File: src/rtl/kb_mmio_pkg.sv
`default_nettype none

package kb_mmio_pkg;

  ////////////////////////////////////////////////////////////
  // Bus and entry widths
  ////////////////////////////////////////////////////////////
  parameter int DATA_WIDTH  = 32;  // Processor data bus
  parameter int ADDR_WIDTH  = 16;  // Peripheral address bus
  parameter int SC_WIDTH    = 8;   // One PS/2 scan code
  parameter int ENTRY_WIDTH = 10;  // Scan code plus two flags
  parameter int COUNT_WIDTH = 8;   // Queue occupancy, up to 128 entries

  // Flag positions inside a queue entry
  parameter int ENT_EXT_BIT   = 8;  // Code came after E0
  parameter int ENT_SHIFT_BIT = 9;  // A shift key was held

  ////////////////////////////////////////////////////////////
  // Register map
  ////////////////////////////////////////////////////////////
  parameter logic [ADDR_WIDTH-1:0] ADDR_KB_CHAR   = 16'hFF00; // Head entry, pops on read
  parameter logic [ADDR_WIDTH-1:0] ADDR_KB_STATUS = 16'hFF04; // Queue status, no pop
  parameter logic [ADDR_WIDTH-1:0] ADDR_TIMER     = 16'hFF08; // Free-running cycle count
  parameter logic [ADDR_WIDTH-1:0] ADDR_CONFIG    = 16'hFF0C; // Display mode in bit 0

  // Status word layout
  parameter int STAT_EMPTY_BIT = 0;
  parameter int STAT_FULL_BIT  = 1;
  parameter int STAT_PERR_BIT  = 2;  // Sticky until reset
  parameter int STAT_COUNT_LSB = 8;  // Count sits in bits 15:8

  ////////////////////////////////////////////////////////////
  // PS/2 set 2 scan codes
  ////////////////////////////////////////////////////////////
  parameter logic [SC_WIDTH-1:0] SC_BREAK  = 8'hF0;  // Release prefix
  parameter logic [SC_WIDTH-1:0] SC_EXT    = 8'hE0;  // Extended prefix
  parameter logic [SC_WIDTH-1:0] SC_LSHIFT = 8'h12;
  parameter logic [SC_WIDTH-1:0] SC_RSHIFT = 8'h59;

endpackage

`default_nettype wire

File: src/rtl/char_queue.sv
`timescale 1ns/1ps
`default_nettype none

module char_queue #(
  parameter int QUEUE_DEPTH = 8   // Power of two, 2 to 128
) (
  input  logic                                VGA_VS,
  input  logic                                rst_n,
  input  logic                                kb_rdy_i,
  input  logic                                kb_make_i,
  input  logic [kb_mmio_pkg::ENTRY_WIDTH-1:0] kb_entry_i,
  input  logic                                q_pop_i,
  output logic [kb_mmio_pkg::ENTRY_WIDTH-1:0] q_head_o,
  output logic                                q_empty_o,
  output logic                                q_full_o,
  output logic [kb_mmio_pkg::COUNT_WIDTH-1:0] q_count_o
);
  import kb_mmio_pkg::*;

  localparam int PTR_W = $clog2(QUEUE_DEPTH);

  logic [ENTRY_WIDTH-1:0] mem [QUEUE_DEPTH];
  logic [PTR_W-1:0]       wr_ptr;
  logic [PTR_W-1:0]       rd_ptr;
  logic [COUNT_WIDTH-1:0] count;
  logic                   do_wr;
  logic                   do_rd;

  // Releases never enter, full queue drops
  assign do_wr = kb_rdy_i & kb_make_i & ~q_full_o;
  assign do_rd = q_pop_i & ~q_empty_o;

  // Storage
  always_ff @(posedge VGA_VS) begin
    if (do_wr) mem[wr_ptr] <= kb_entry_i;
  end

  ////////////////////////////////////////////////////////////
  // Pointers and occupancy
  ////////////////////////////////////////////////////////////
  always_ff @(posedge VGA_VS or negedge rst_n) begin
    if (!rst_n) begin
      wr_ptr <= '0;
      rd_ptr <= '0;
      count  <= '0;
    end else begin
      if (do_wr) wr_ptr <= wr_ptr + PTR_W'(1);  // Wraps at depth
      if (do_rd) rd_ptr <= rd_ptr + PTR_W'(1);
      case ({do_wr, do_rd})
        2'b10:   count <= count + COUNT_WIDTH'(1);
        2'b01:   count <= count - COUNT_WIDTH'(1);
        default: count <= count;  // Both or neither
      endcase
    end
  end

  assign q_head_o  = mem[rd_ptr];  // Show-ahead head
  assign q_empty_o = (count == '0);
  assign q_full_o  = (count == COUNT_WIDTH'(QUEUE_DEPTH));
  assign q_count_o = count;

  // Register side must check empty before popping
  a_no_pop_empty: assert property (@(posedge VGA_VS) disable iff (!rst_n)
    q_pop_i |-> !q_empty_o)
    else $error("pop requested on empty queue");

  a_count_bound: assert property (@(posedge VGA_VS) disable iff (!rst_n)
    q_count_o <= COUNT_WIDTH'(QUEUE_DEPTH))
    else $error("queue count above depth");

endmodule

`default_nettype wire

File: src/rtl/kb_mmio_top.sv
`timescale 1ns/1ps
`default_nettype none

module kb_mmio_top #(
  parameter int QUEUE_DEPTH = 8
) (
  input  logic                               VGA_VS,
  input  logic                               rst_n,
  input  logic                               ps2_clk_i,
  input  logic                               ps2_dat_i,
  input  logic                               bus_re_i,
  input  logic                               bus_we_i,
  input  logic [kb_mmio_pkg::ADDR_WIDTH-1:0] bus_addr_i,
  input  logic [kb_mmio_pkg::DATA_WIDTH-1:0] bus_wdata_i,
  output logic [kb_mmio_pkg::DATA_WIDTH-1:0] bus_rdata_o,
  output logic                               perr_o,
  output logic                               mode_o
);
  import kb_mmio_pkg::*;

  // Keyboard to queue
  logic [ENTRY_WIDTH-1:0] kb_entry;
  logic                   kb_rdy;
  logic                   kb_make;
  // Queue to register port
  logic [ENTRY_WIDTH-1:0] q_head;
  logic                   q_empty;
  logic                   q_full;
  logic [COUNT_WIDTH-1:0] q_count;
  logic                   q_pop;

  ////////////////////////////////////////////////////////////
  // Producer, buffer, consumer
  ////////////////////////////////////////////////////////////
  ps2_kb ps2_kb_i (
    .VGA_VS     (VGA_VS),
    .rst_n      (rst_n),
    .ps2_clk_i  (ps2_clk_i),
    .ps2_dat_i  (ps2_dat_i),
    .kb_entry_o (kb_entry),
    .kb_rdy_o   (kb_rdy),
    .kb_make_o  (kb_make),
    .perr_o     (perr_o)      // Also feeds the status word
  );

  char_queue #(.QUEUE_DEPTH(QUEUE_DEPTH)) char_queue_i (
    .VGA_VS     (VGA_VS),
    .rst_n      (rst_n),
    .kb_rdy_i   (kb_rdy),
    .kb_make_i  (kb_make),
    .kb_entry_i (kb_entry),
    .q_pop_i    (q_pop),
    .q_head_o   (q_head),
    .q_empty_o  (q_empty),
    .q_full_o   (q_full),
    .q_count_o  (q_count)
  );

  mmio_regs mmio_regs_i (
    .VGA_VS      (VGA_VS),
    .rst_n       (rst_n),
    .bus_re_i    (bus_re_i),
    .bus_we_i    (bus_we_i),
    .bus_addr_i  (bus_addr_i),
    .bus_wdata_i (bus_wdata_i),
    .q_head_i    (q_head),
    .q_empty_i   (q_empty),
    .q_full_i    (q_full),
    .q_count_i   (q_count),
    .perr_i      (perr_o),
    .bus_rdata_o (bus_rdata_o),
    .q_pop_o     (q_pop),
    .mode_o      (mode_o)
  );

endmodule

`default_nettype wire

File: src/rtl/mmio_regs.sv
`timescale 1ns/1ps
`default_nettype none

module mmio_regs (
  input  logic                                VGA_VS,
  input  logic                                rst_n,
  input  logic                                bus_re_i,
  input  logic                                bus_we_i,
  input  logic [kb_mmio_pkg::ADDR_WIDTH-1:0]  bus_addr_i,
  input  logic [kb_mmio_pkg::DATA_WIDTH-1:0]  bus_wdata_i,
  input  logic [kb_mmio_pkg::ENTRY_WIDTH-1:0] q_head_i,
  input  logic                                q_empty_i,
  input  logic                                q_full_i,
  input  logic [kb_mmio_pkg::COUNT_WIDTH-1:0] q_count_i,
  input  logic                                perr_i,
  output logic [kb_mmio_pkg::DATA_WIDTH-1:0]  bus_rdata_o,
  output logic                                q_pop_o,
  output logic                                mode_o
);
  import kb_mmio_pkg::*;

  logic [DATA_WIDTH-1:0] timer;
  logic [DATA_WIDTH-1:0] status_word;
  logic [DATA_WIDTH-1:0] char_word;
  logic [DATA_WIDTH-1:0] rd_mux;
  logic                  hit_char;
  logic                  hit_config;

  assign hit_char   = (bus_addr_i == ADDR_KB_CHAR);
  assign hit_config = (bus_addr_i == ADDR_CONFIG);

  // Pop in the same cycle the head is captured
  assign q_pop_o = bus_re_i & hit_char & ~q_empty_i;

  ////////////////////////////////////////////////////////////
  // Cycle timer
  ////////////////////////////////////////////////////////////
  always_ff @(posedge VGA_VS or negedge rst_n) begin
    if (!rst_n) timer <= '0;
    else        timer <= timer + DATA_WIDTH'(1);  // Free running, wraps
  end

  // Status and character words
  always_comb begin
    status_word                                   = '0;
    status_word[STAT_EMPTY_BIT]                   = q_empty_i;
    status_word[STAT_FULL_BIT]                    = q_full_i;
    status_word[STAT_PERR_BIT]                    = perr_i;
    status_word[STAT_COUNT_LSB +: COUNT_WIDTH]    = q_count_i;
  end

  assign char_word = q_empty_i ? '0 : DATA_WIDTH'(q_head_i);  // Zero when nothing queued

  // Read decode
  always_comb begin
    case (bus_addr_i)
      ADDR_KB_CHAR:   rd_mux = char_word;
      ADDR_KB_STATUS: rd_mux = status_word;
      ADDR_TIMER:     rd_mux = timer;                 // Value in the request cycle
      ADDR_CONFIG:    rd_mux = DATA_WIDTH'(mode_o);
      default:        rd_mux = '0;                    // Unmapped
    endcase
  end

  ////////////////////////////////////////////////////////////
  // Read data and mode registers
  ////////////////////////////////////////////////////////////
  always_ff @(posedge VGA_VS or negedge rst_n) begin
    if (!rst_n) begin
      bus_rdata_o <= '0;
      mode_o      <= 1'b0;
    end else begin
      if (bus_re_i) bus_rdata_o <= rd_mux;               // Held until next read
      if (bus_we_i && hit_config) mode_o <= bus_wdata_i[0];
    end
  end

  // Bus master issues one access per cycle
  a_rw_excl: assert property (@(posedge VGA_VS) disable iff (!rst_n)
    !(bus_re_i && bus_we_i))
    else $error("read and write strobes together");

endmodule

`default_nettype wire

File: src/rtl/ps2_kb.sv
`timescale 1ns/1ps
`default_nettype none

module ps2_kb (
  input  logic                                VGA_VS,
  input  logic                                rst_n,
  input  logic                                ps2_clk_i,   // Keyboard drives its own clock
  input  logic                                ps2_dat_i,
  output logic [kb_mmio_pkg::ENTRY_WIDTH-1:0] kb_entry_o,
  output logic                                kb_rdy_o,    // One-cycle strobe
  output logic                                kb_make_o,   // Valid while kb_rdy_o is high
  output logic                                perr_o       // Sticky parity error
);
  import kb_mmio_pkg::*;

  localparam int          FRAME_BITS = 11;       // Start, 8 data, parity, stop
  localparam logic [11:0] STALL_MAX  = 12'd2048; // Give up on a half-received frame

  logic [2:0]            clk_sync;   // Two sync stages plus edge history
  logic [1:0]            dat_sync;
  logic                  clk_fall;
  logic [3:0]            bit_cnt;
  logic [11:0]           stall_cnt;
  logic [FRAME_BITS-1:0] frame;
  logic                  frame_done;
  logic [SC_WIDTH-1:0]   code;
  logic                  par_ok;
  logic                  frm_ok;
  logic                  is_prefix;
  logic                  code_ok;
  logic                  emit;
  logic                  ext_pend;    // E0 seen, applies to next code
  logic                  brk_pend;    // F0 seen, next code is a release
  logic                  lshift_held;
  logic                  rshift_held;

  ////////////////////////////////////////////////////////////
  // Synchronizers and falling-edge detect
  ////////////////////////////////////////////////////////////
  always_ff @(posedge VGA_VS or negedge rst_n) begin
    if (!rst_n) begin
      clk_sync <= 3'b111;  // Both lines idle high
      dat_sync <= 2'b11;
    end else begin
      clk_sync <= {clk_sync[1:0], ps2_clk_i};
      dat_sync <= {dat_sync[0], ps2_dat_i};
    end
  end

  assign clk_fall = clk_sync[2] & ~clk_sync[1];

  // Bit counter with stall timeout
  always_ff @(posedge VGA_VS or negedge rst_n) begin
    if (!rst_n) begin
      bit_cnt    <= '0;
      stall_cnt  <= '0;
      frame_done <= 1'b0;
    end else begin
      frame_done <= 1'b0;
      if (clk_fall) begin
        stall_cnt <= '0;
        if (bit_cnt == 4'(FRAME_BITS - 1)) begin
          bit_cnt    <= '0;
          frame_done <= 1'b1;  // Stop bit just shifted in
        end else begin
          bit_cnt <= bit_cnt + 4'd1;
        end
      end else if (bit_cnt != '0) begin
        if (stall_cnt == STALL_MAX) begin
          bit_cnt   <= '0;     // Keyboard went quiet mid-frame
          stall_cnt <= '0;
        end else begin
          stall_cnt <= stall_cnt + 12'd1;
        end
      end
    end
  end

  // LSB first, stop bit ends up in the top position
  always_ff @(posedge VGA_VS) begin
    if (clk_fall) begin
      frame <= {dat_sync[1], frame[FRAME_BITS-1:1]};
    end
  end

  ////////////////////////////////////////////////////////////
  // Frame check and prefix tracking
  ////////////////////////////////////////////////////////////
  assign code      = frame[8:1];
  assign par_ok    = ^frame[9:1];             // Odd parity across data and parity bit
  assign frm_ok    = ~frame[0] & frame[10];   // Start low, stop high
  assign is_prefix = (code == SC_EXT) || (code == SC_BREAK);
  assign code_ok   = frame_done & frm_ok & par_ok;
  assign emit      = code_ok & ~is_prefix;

  always_ff @(posedge VGA_VS or negedge rst_n) begin
    if (!rst_n) begin
      ext_pend    <= 1'b0;
      brk_pend    <= 1'b0;
      lshift_held <= 1'b0;
      rshift_held <= 1'b0;
      kb_rdy_o    <= 1'b0;
      kb_make_o   <= 1'b0;
      perr_o      <= 1'b0;
    end else begin
      kb_rdy_o <= emit;
      if (frame_done && !par_ok) perr_o <= 1'b1;   // Stays set until reset
      if (code_ok && code == SC_EXT) ext_pend <= 1'b1;
      if (code_ok && code == SC_BREAK) brk_pend <= 1'b1;
      if (emit) begin
        kb_make_o <= ~brk_pend;
        ext_pend  <= 1'b0;  // Prefixes apply to one code only
        brk_pend  <= 1'b0;
        if (code == SC_LSHIFT) lshift_held <= ~brk_pend;
        if (code == SC_RSHIFT) rshift_held <= ~brk_pend;
      end
    end
  end

  // Entry payload, shift flag reflects state before this code
  always_ff @(posedge VGA_VS) begin
    if (emit) begin
      kb_entry_o[SC_WIDTH-1:0]  <= code;
      kb_entry_o[ENT_EXT_BIT]   <= ext_pend;
      kb_entry_o[ENT_SHIFT_BIT] <= lshift_held | rshift_held;
    end
  end

  // Frames are far longer than one cycle
  a_rdy_pulse: assert property (@(posedge VGA_VS) disable iff (!rst_n)
    kb_rdy_o |=> !kb_rdy_o)
    else $error("kb_rdy held for two cycles");

  a_make_known: assert property (@(posedge VGA_VS) disable iff (!rst_n)
    kb_rdy_o |-> !$isunknown(kb_make_o))
    else $error("kb_make unknown during ready");

endmodule

`default_nettype wire

File: config.mk
export PLATFORM = sky130hd
export DESIGN_NAME = kb_mmio_top
export DESIGN_NICKNAME = d
export VERILOG_FILES = /design/src/rtl/kb_mmio_pkg.sv /design/src/rtl/char_queue.sv /design/src/rtl/kb_mmio_top.sv /design/src/rtl/mmio_regs.sv /design/src/rtl/ps2_kb.sv
export SDC_FILE = /design/constraint.sdc
export NUM_CORES = 1
export LEC_CHECK = 0
export BUFFER_PORTS_ARGS = -buffer_cell sky130_fd_sc_hd__buf_2
export CAP_MARGIN = 15
export CORE_AREA = 2 2 172 123
export DETAILED_ROUTE_END_ITERATION = 16
export DIE_AREA = 0 0 174 125
export PLACE_DENSITY = 0.73
export SYNTH_ARGS = -nofsm -noshare
export SYNTH_HDL_FRONTEND = slang
export SYNTH_SLANG_ARGS = --single-unit
File: constraint.sdc
create_clock -name VGA_VS -period 3.2 [get_ports VGA_VS]
set_input_delay 0.8 -clock VGA_VS [delete_from_list [all_inputs] [get_ports VGA_VS]]
set_output_delay 0.8 -clock VGA_VS [all_outputs]
set_load 0.05 [all_outputs]
==> out/metrics.cfg <==
[synth]
synth_ff_type = dfrtp_1
ys_types = 58
synth-seq-cells = 209
async_flop_share_pct = 51.7
synth.yosys.warnings = 0
syn_avg_cell_area_um2 = 13.8
yosysSeqAreaShare_pct = 64.1
synth_edf_count = 101
synth_area_mm2 = 0.00895
syn_inst = 650
syn_nets = 731

[timing]
finClkSkew_ps = 27.8
finalSetupViolations = 0
fmax_ghz = 0.337
hold_viol_final = 0
slew_viol_final = 0
fin_crit_sh_pct = 92.8
tightest_slew_ps = 886
period_minus_slack_ps = 2970
max_slew_margin_pct = 40.8
rsz0062_at_grt = false

[routing]
vias = 5444
firstDrtPassIters = 5
finalWirelength_mm = 17.4
ant_nets = 0
drc = 0
viasPerCell = 5.26
wl_per_cell_um = 16.9
dr.first_iter.drc_count = 493

[clock_network]
root_buffer = clkbuf_16
cts_buffers = 21
clk_pin_slew_ps = 60
cts.sinks = 209
clk_latency_ps = 510
ctsResizeCount = 0
hold_buffers = 0
clock_path_buffers = 3
cts_max_level = 1
cts_setup_buffers = 0
cts_tree = built

[placement]
port_buffers = 56
dp.final_hpwl_mm = 12.0
dpl_cell_area_mm2 = 0.00981
gp_congestion = 0.854

[finish]
area_growth_pct = 17.7
fillers = 1715
nets = 824
final_cell_area_mm2 = 0.0105
diodes = 0
drive_above_1_share_pct = 22.7
fin_util_pct = 52.0

[grt]
antenna_found_initial = 0
grt_pass1_vias = 5468
grt-ovfl-total = 0
grt_pass1_wl_mm = 29.0
grtUsageTotal_pct = 16.6
grt_start_max_net_pins = 66

[critical_path]
crit_chain = or4_1 -> nor3_1 -> nor3_1 -> nand2_4 -> inv_2 -> ha_4 -> buf_4 -> ha_1 -> nand2b_1 -> or4_1 -> nand3_1
required_ps = 3640
crit_family = simple AND/OR/NAND/NOR gates
r2r_end = char_queue_i.q_count_o[6]
endpoint_kind = register
worst_r2r_path_depth = 11
path_buf_inv = 2
cp_data_arrival_time_ps = 3410
start_kind = register
r2r_slack_ps = 230
cp_slowest_cell = or4_1
max_stage_delay_ps = 540
path_max_fanout = 7
timing.rr.start = char_queue_i.q_count_o[5]
path_class = reg -> reg

[die]
fp.coreArea_mm2 = 0.0203
die_w_um = 174
initial_core_util_pct = 44.2
die_h_um = 125
std_cell_rows = 44
io_pins = 88
die_area_mm2 = 0.0218

[pwr]
power_mw = 5.74
leakage_nw = 4.29
vdd_drop_max_uv = 365
p_per_area_mw_per_mm2 = 545

[flow_run]
maxCapViolCount = 0

[status]
run_status = complete, no violations

[worst_hold_path]
worstHoldPathType = in -> async

==> placed cells by master, fill, tap and decap left out, types with 4 or more instances in the layout <==
cell,n
buf_2,55
and3_1,9
edfxtp_1,101
a21oi_1,6
nor2b_1,5
nand2_1,61
mux2i_1,6
and2_1,4
inv_1,30
o31ai_1,5
o221ai_1,5
nor2_1,21
clkbuf_8,4
mux4_2,20
nand2b_1,7
xor2_1,16
dfstp_2,5
dfrtp_1,103
xnor2_1,31
nor3_1,9
buf_4,33
o21ai_0,33
mux2_2,7
nand4_1,13
clkbuf_16,22
a22oi_1,4
a22o_1,22
ha_1,23
nor3b_1,7
nand3_1,28
==> through the flow <==
stage | setup TNS, ps | cells | hold slack (ps) | worst slack (ps)
after floorplan | -531 | 650 | 345 | -179
after global placement | -367 | 996 | 347 | -176
after detailed placement | -405 | 996 | 348 | -151
after CTS | 0 | 1034 | 307 | 235
after global routing | 0 | 1034 | 327 | 42.5
final | 0 | 1034 | 288 | 231
==> metal layers <==
layer	part of all wire, %	track usage (%)
met1	50	25.5
met2	42	24.3
met3	6.0	3.74
met4	2.0	3.91
met5	0	0
==> worst register-to-register path, cell delays in order (launching register included) <==
cell and delay (ps):
dfrtp_1 420, or4_1 540, nor3_1 310, nor3_1 140, nand2_4 80, inv_2 40, ha_4 190, buf_4 150
ha_1 380, nand2b_1 100, or4_1 470, nand3_1 80
==> state kept, by name, indices dropped and copies added, names as in the netlist, 2 cells and up <==
register                 count
char_queue_i.rd_ptr          3
ps2_kb_i.frame              11
ps2_kb_i.stall_cnt          12
mmio_regs_i.bus_rdata_o     32
ps2_kb_i.clk_sync            3
mmio_regs_i.timer           32
char_queue_i.mem            80
ps2_kb_i.bit_cnt             4
char_queue_i.wr_ptr          3
ps2_kb_i.kb_entry_o         10
ps2_kb_i.dat_sync            2
char_queue_i.q_count_o       8
==> synthesized netlist by cell type (all sizes together) (7+ instances only) <==
master    n  area, µm²
a22o     22        193
and3      9       56.3
clkbuf   13       48.8
dfrtp   103       2580
edfxtp  101       3030
ha       26        325
inv      31        116
mux2      8       93.8
mux4     20        450
nand2    63        241
nand2b    7       43.8
nand3    28        140
nand4    13       81.3
nor2     21       78.8
nor3     10       61.3
nor3b     7       52.6
o21ai    35        175
xnor2    31        272
xor2     16        140
==> final cells by class <==
cell class              count  area (µm²)  area share, %
repair buffers             89         543           5.15
inverters                  32         120           1.14
well taps                 276         345           3.28
multi-input cells         390        3060           29.0
clock buffers              27         609           5.78
flip-flops and latches    209        5740           54.5
clock inverters            11         118           1.12
==> logic make-up (layout without fill, tap and decap cells) <==
logic type	Yosys count	count (layout)	share of synthesized area [%]
AND/OR/NAND/NOR	185	185	10.8
multiplexers	34	34	6.75
XOR/XNOR	48	48	4.85
AO/OA/AOI/OAI	96	96	7.35
buffers and inverters	51	159	2.25
adder cells (fa/ha/maj)	27	27	3.86
flip-flops	209	209	64.1
==> how the worst max path moves through the flow <==
stage | start | end | slack (ps) | depth (start not counted)
6_report | char_queue_i.q_count_o[5] | char_queue_i.q_count_o[6] | 230 | 11
5_1_grt | char_queue_i.q_count_o[5] | char_queue_i.q_count_o[7] | 40 | 12
4_1_cts | char_queue_i.q_count_o[5] | char_queue_i.q_count_o[7] | 240 | 11
3_5_place_dp | bus_addr_i[1] | char_queue_i.q_count_o[7] | -150 | 12
3_3_place_gp | bus_addr_i[1] | char_queue_i.q_count_o[7] | -180 | 12
2_1_floorplan | bus_addr_i[1] | char_queue_i.q_count_o[7] | -180 | 11
==> where the power goes <==
group,total [mW],switching [mW],internal (mW)
registers,2.93,0.0635,2.86
logic,0.278,0.178,0.0996
clock network,2.53,1.02,1.52
total,5.74,1.26,4.48
No activity file was read; power rests on OpenSTA's default activity.
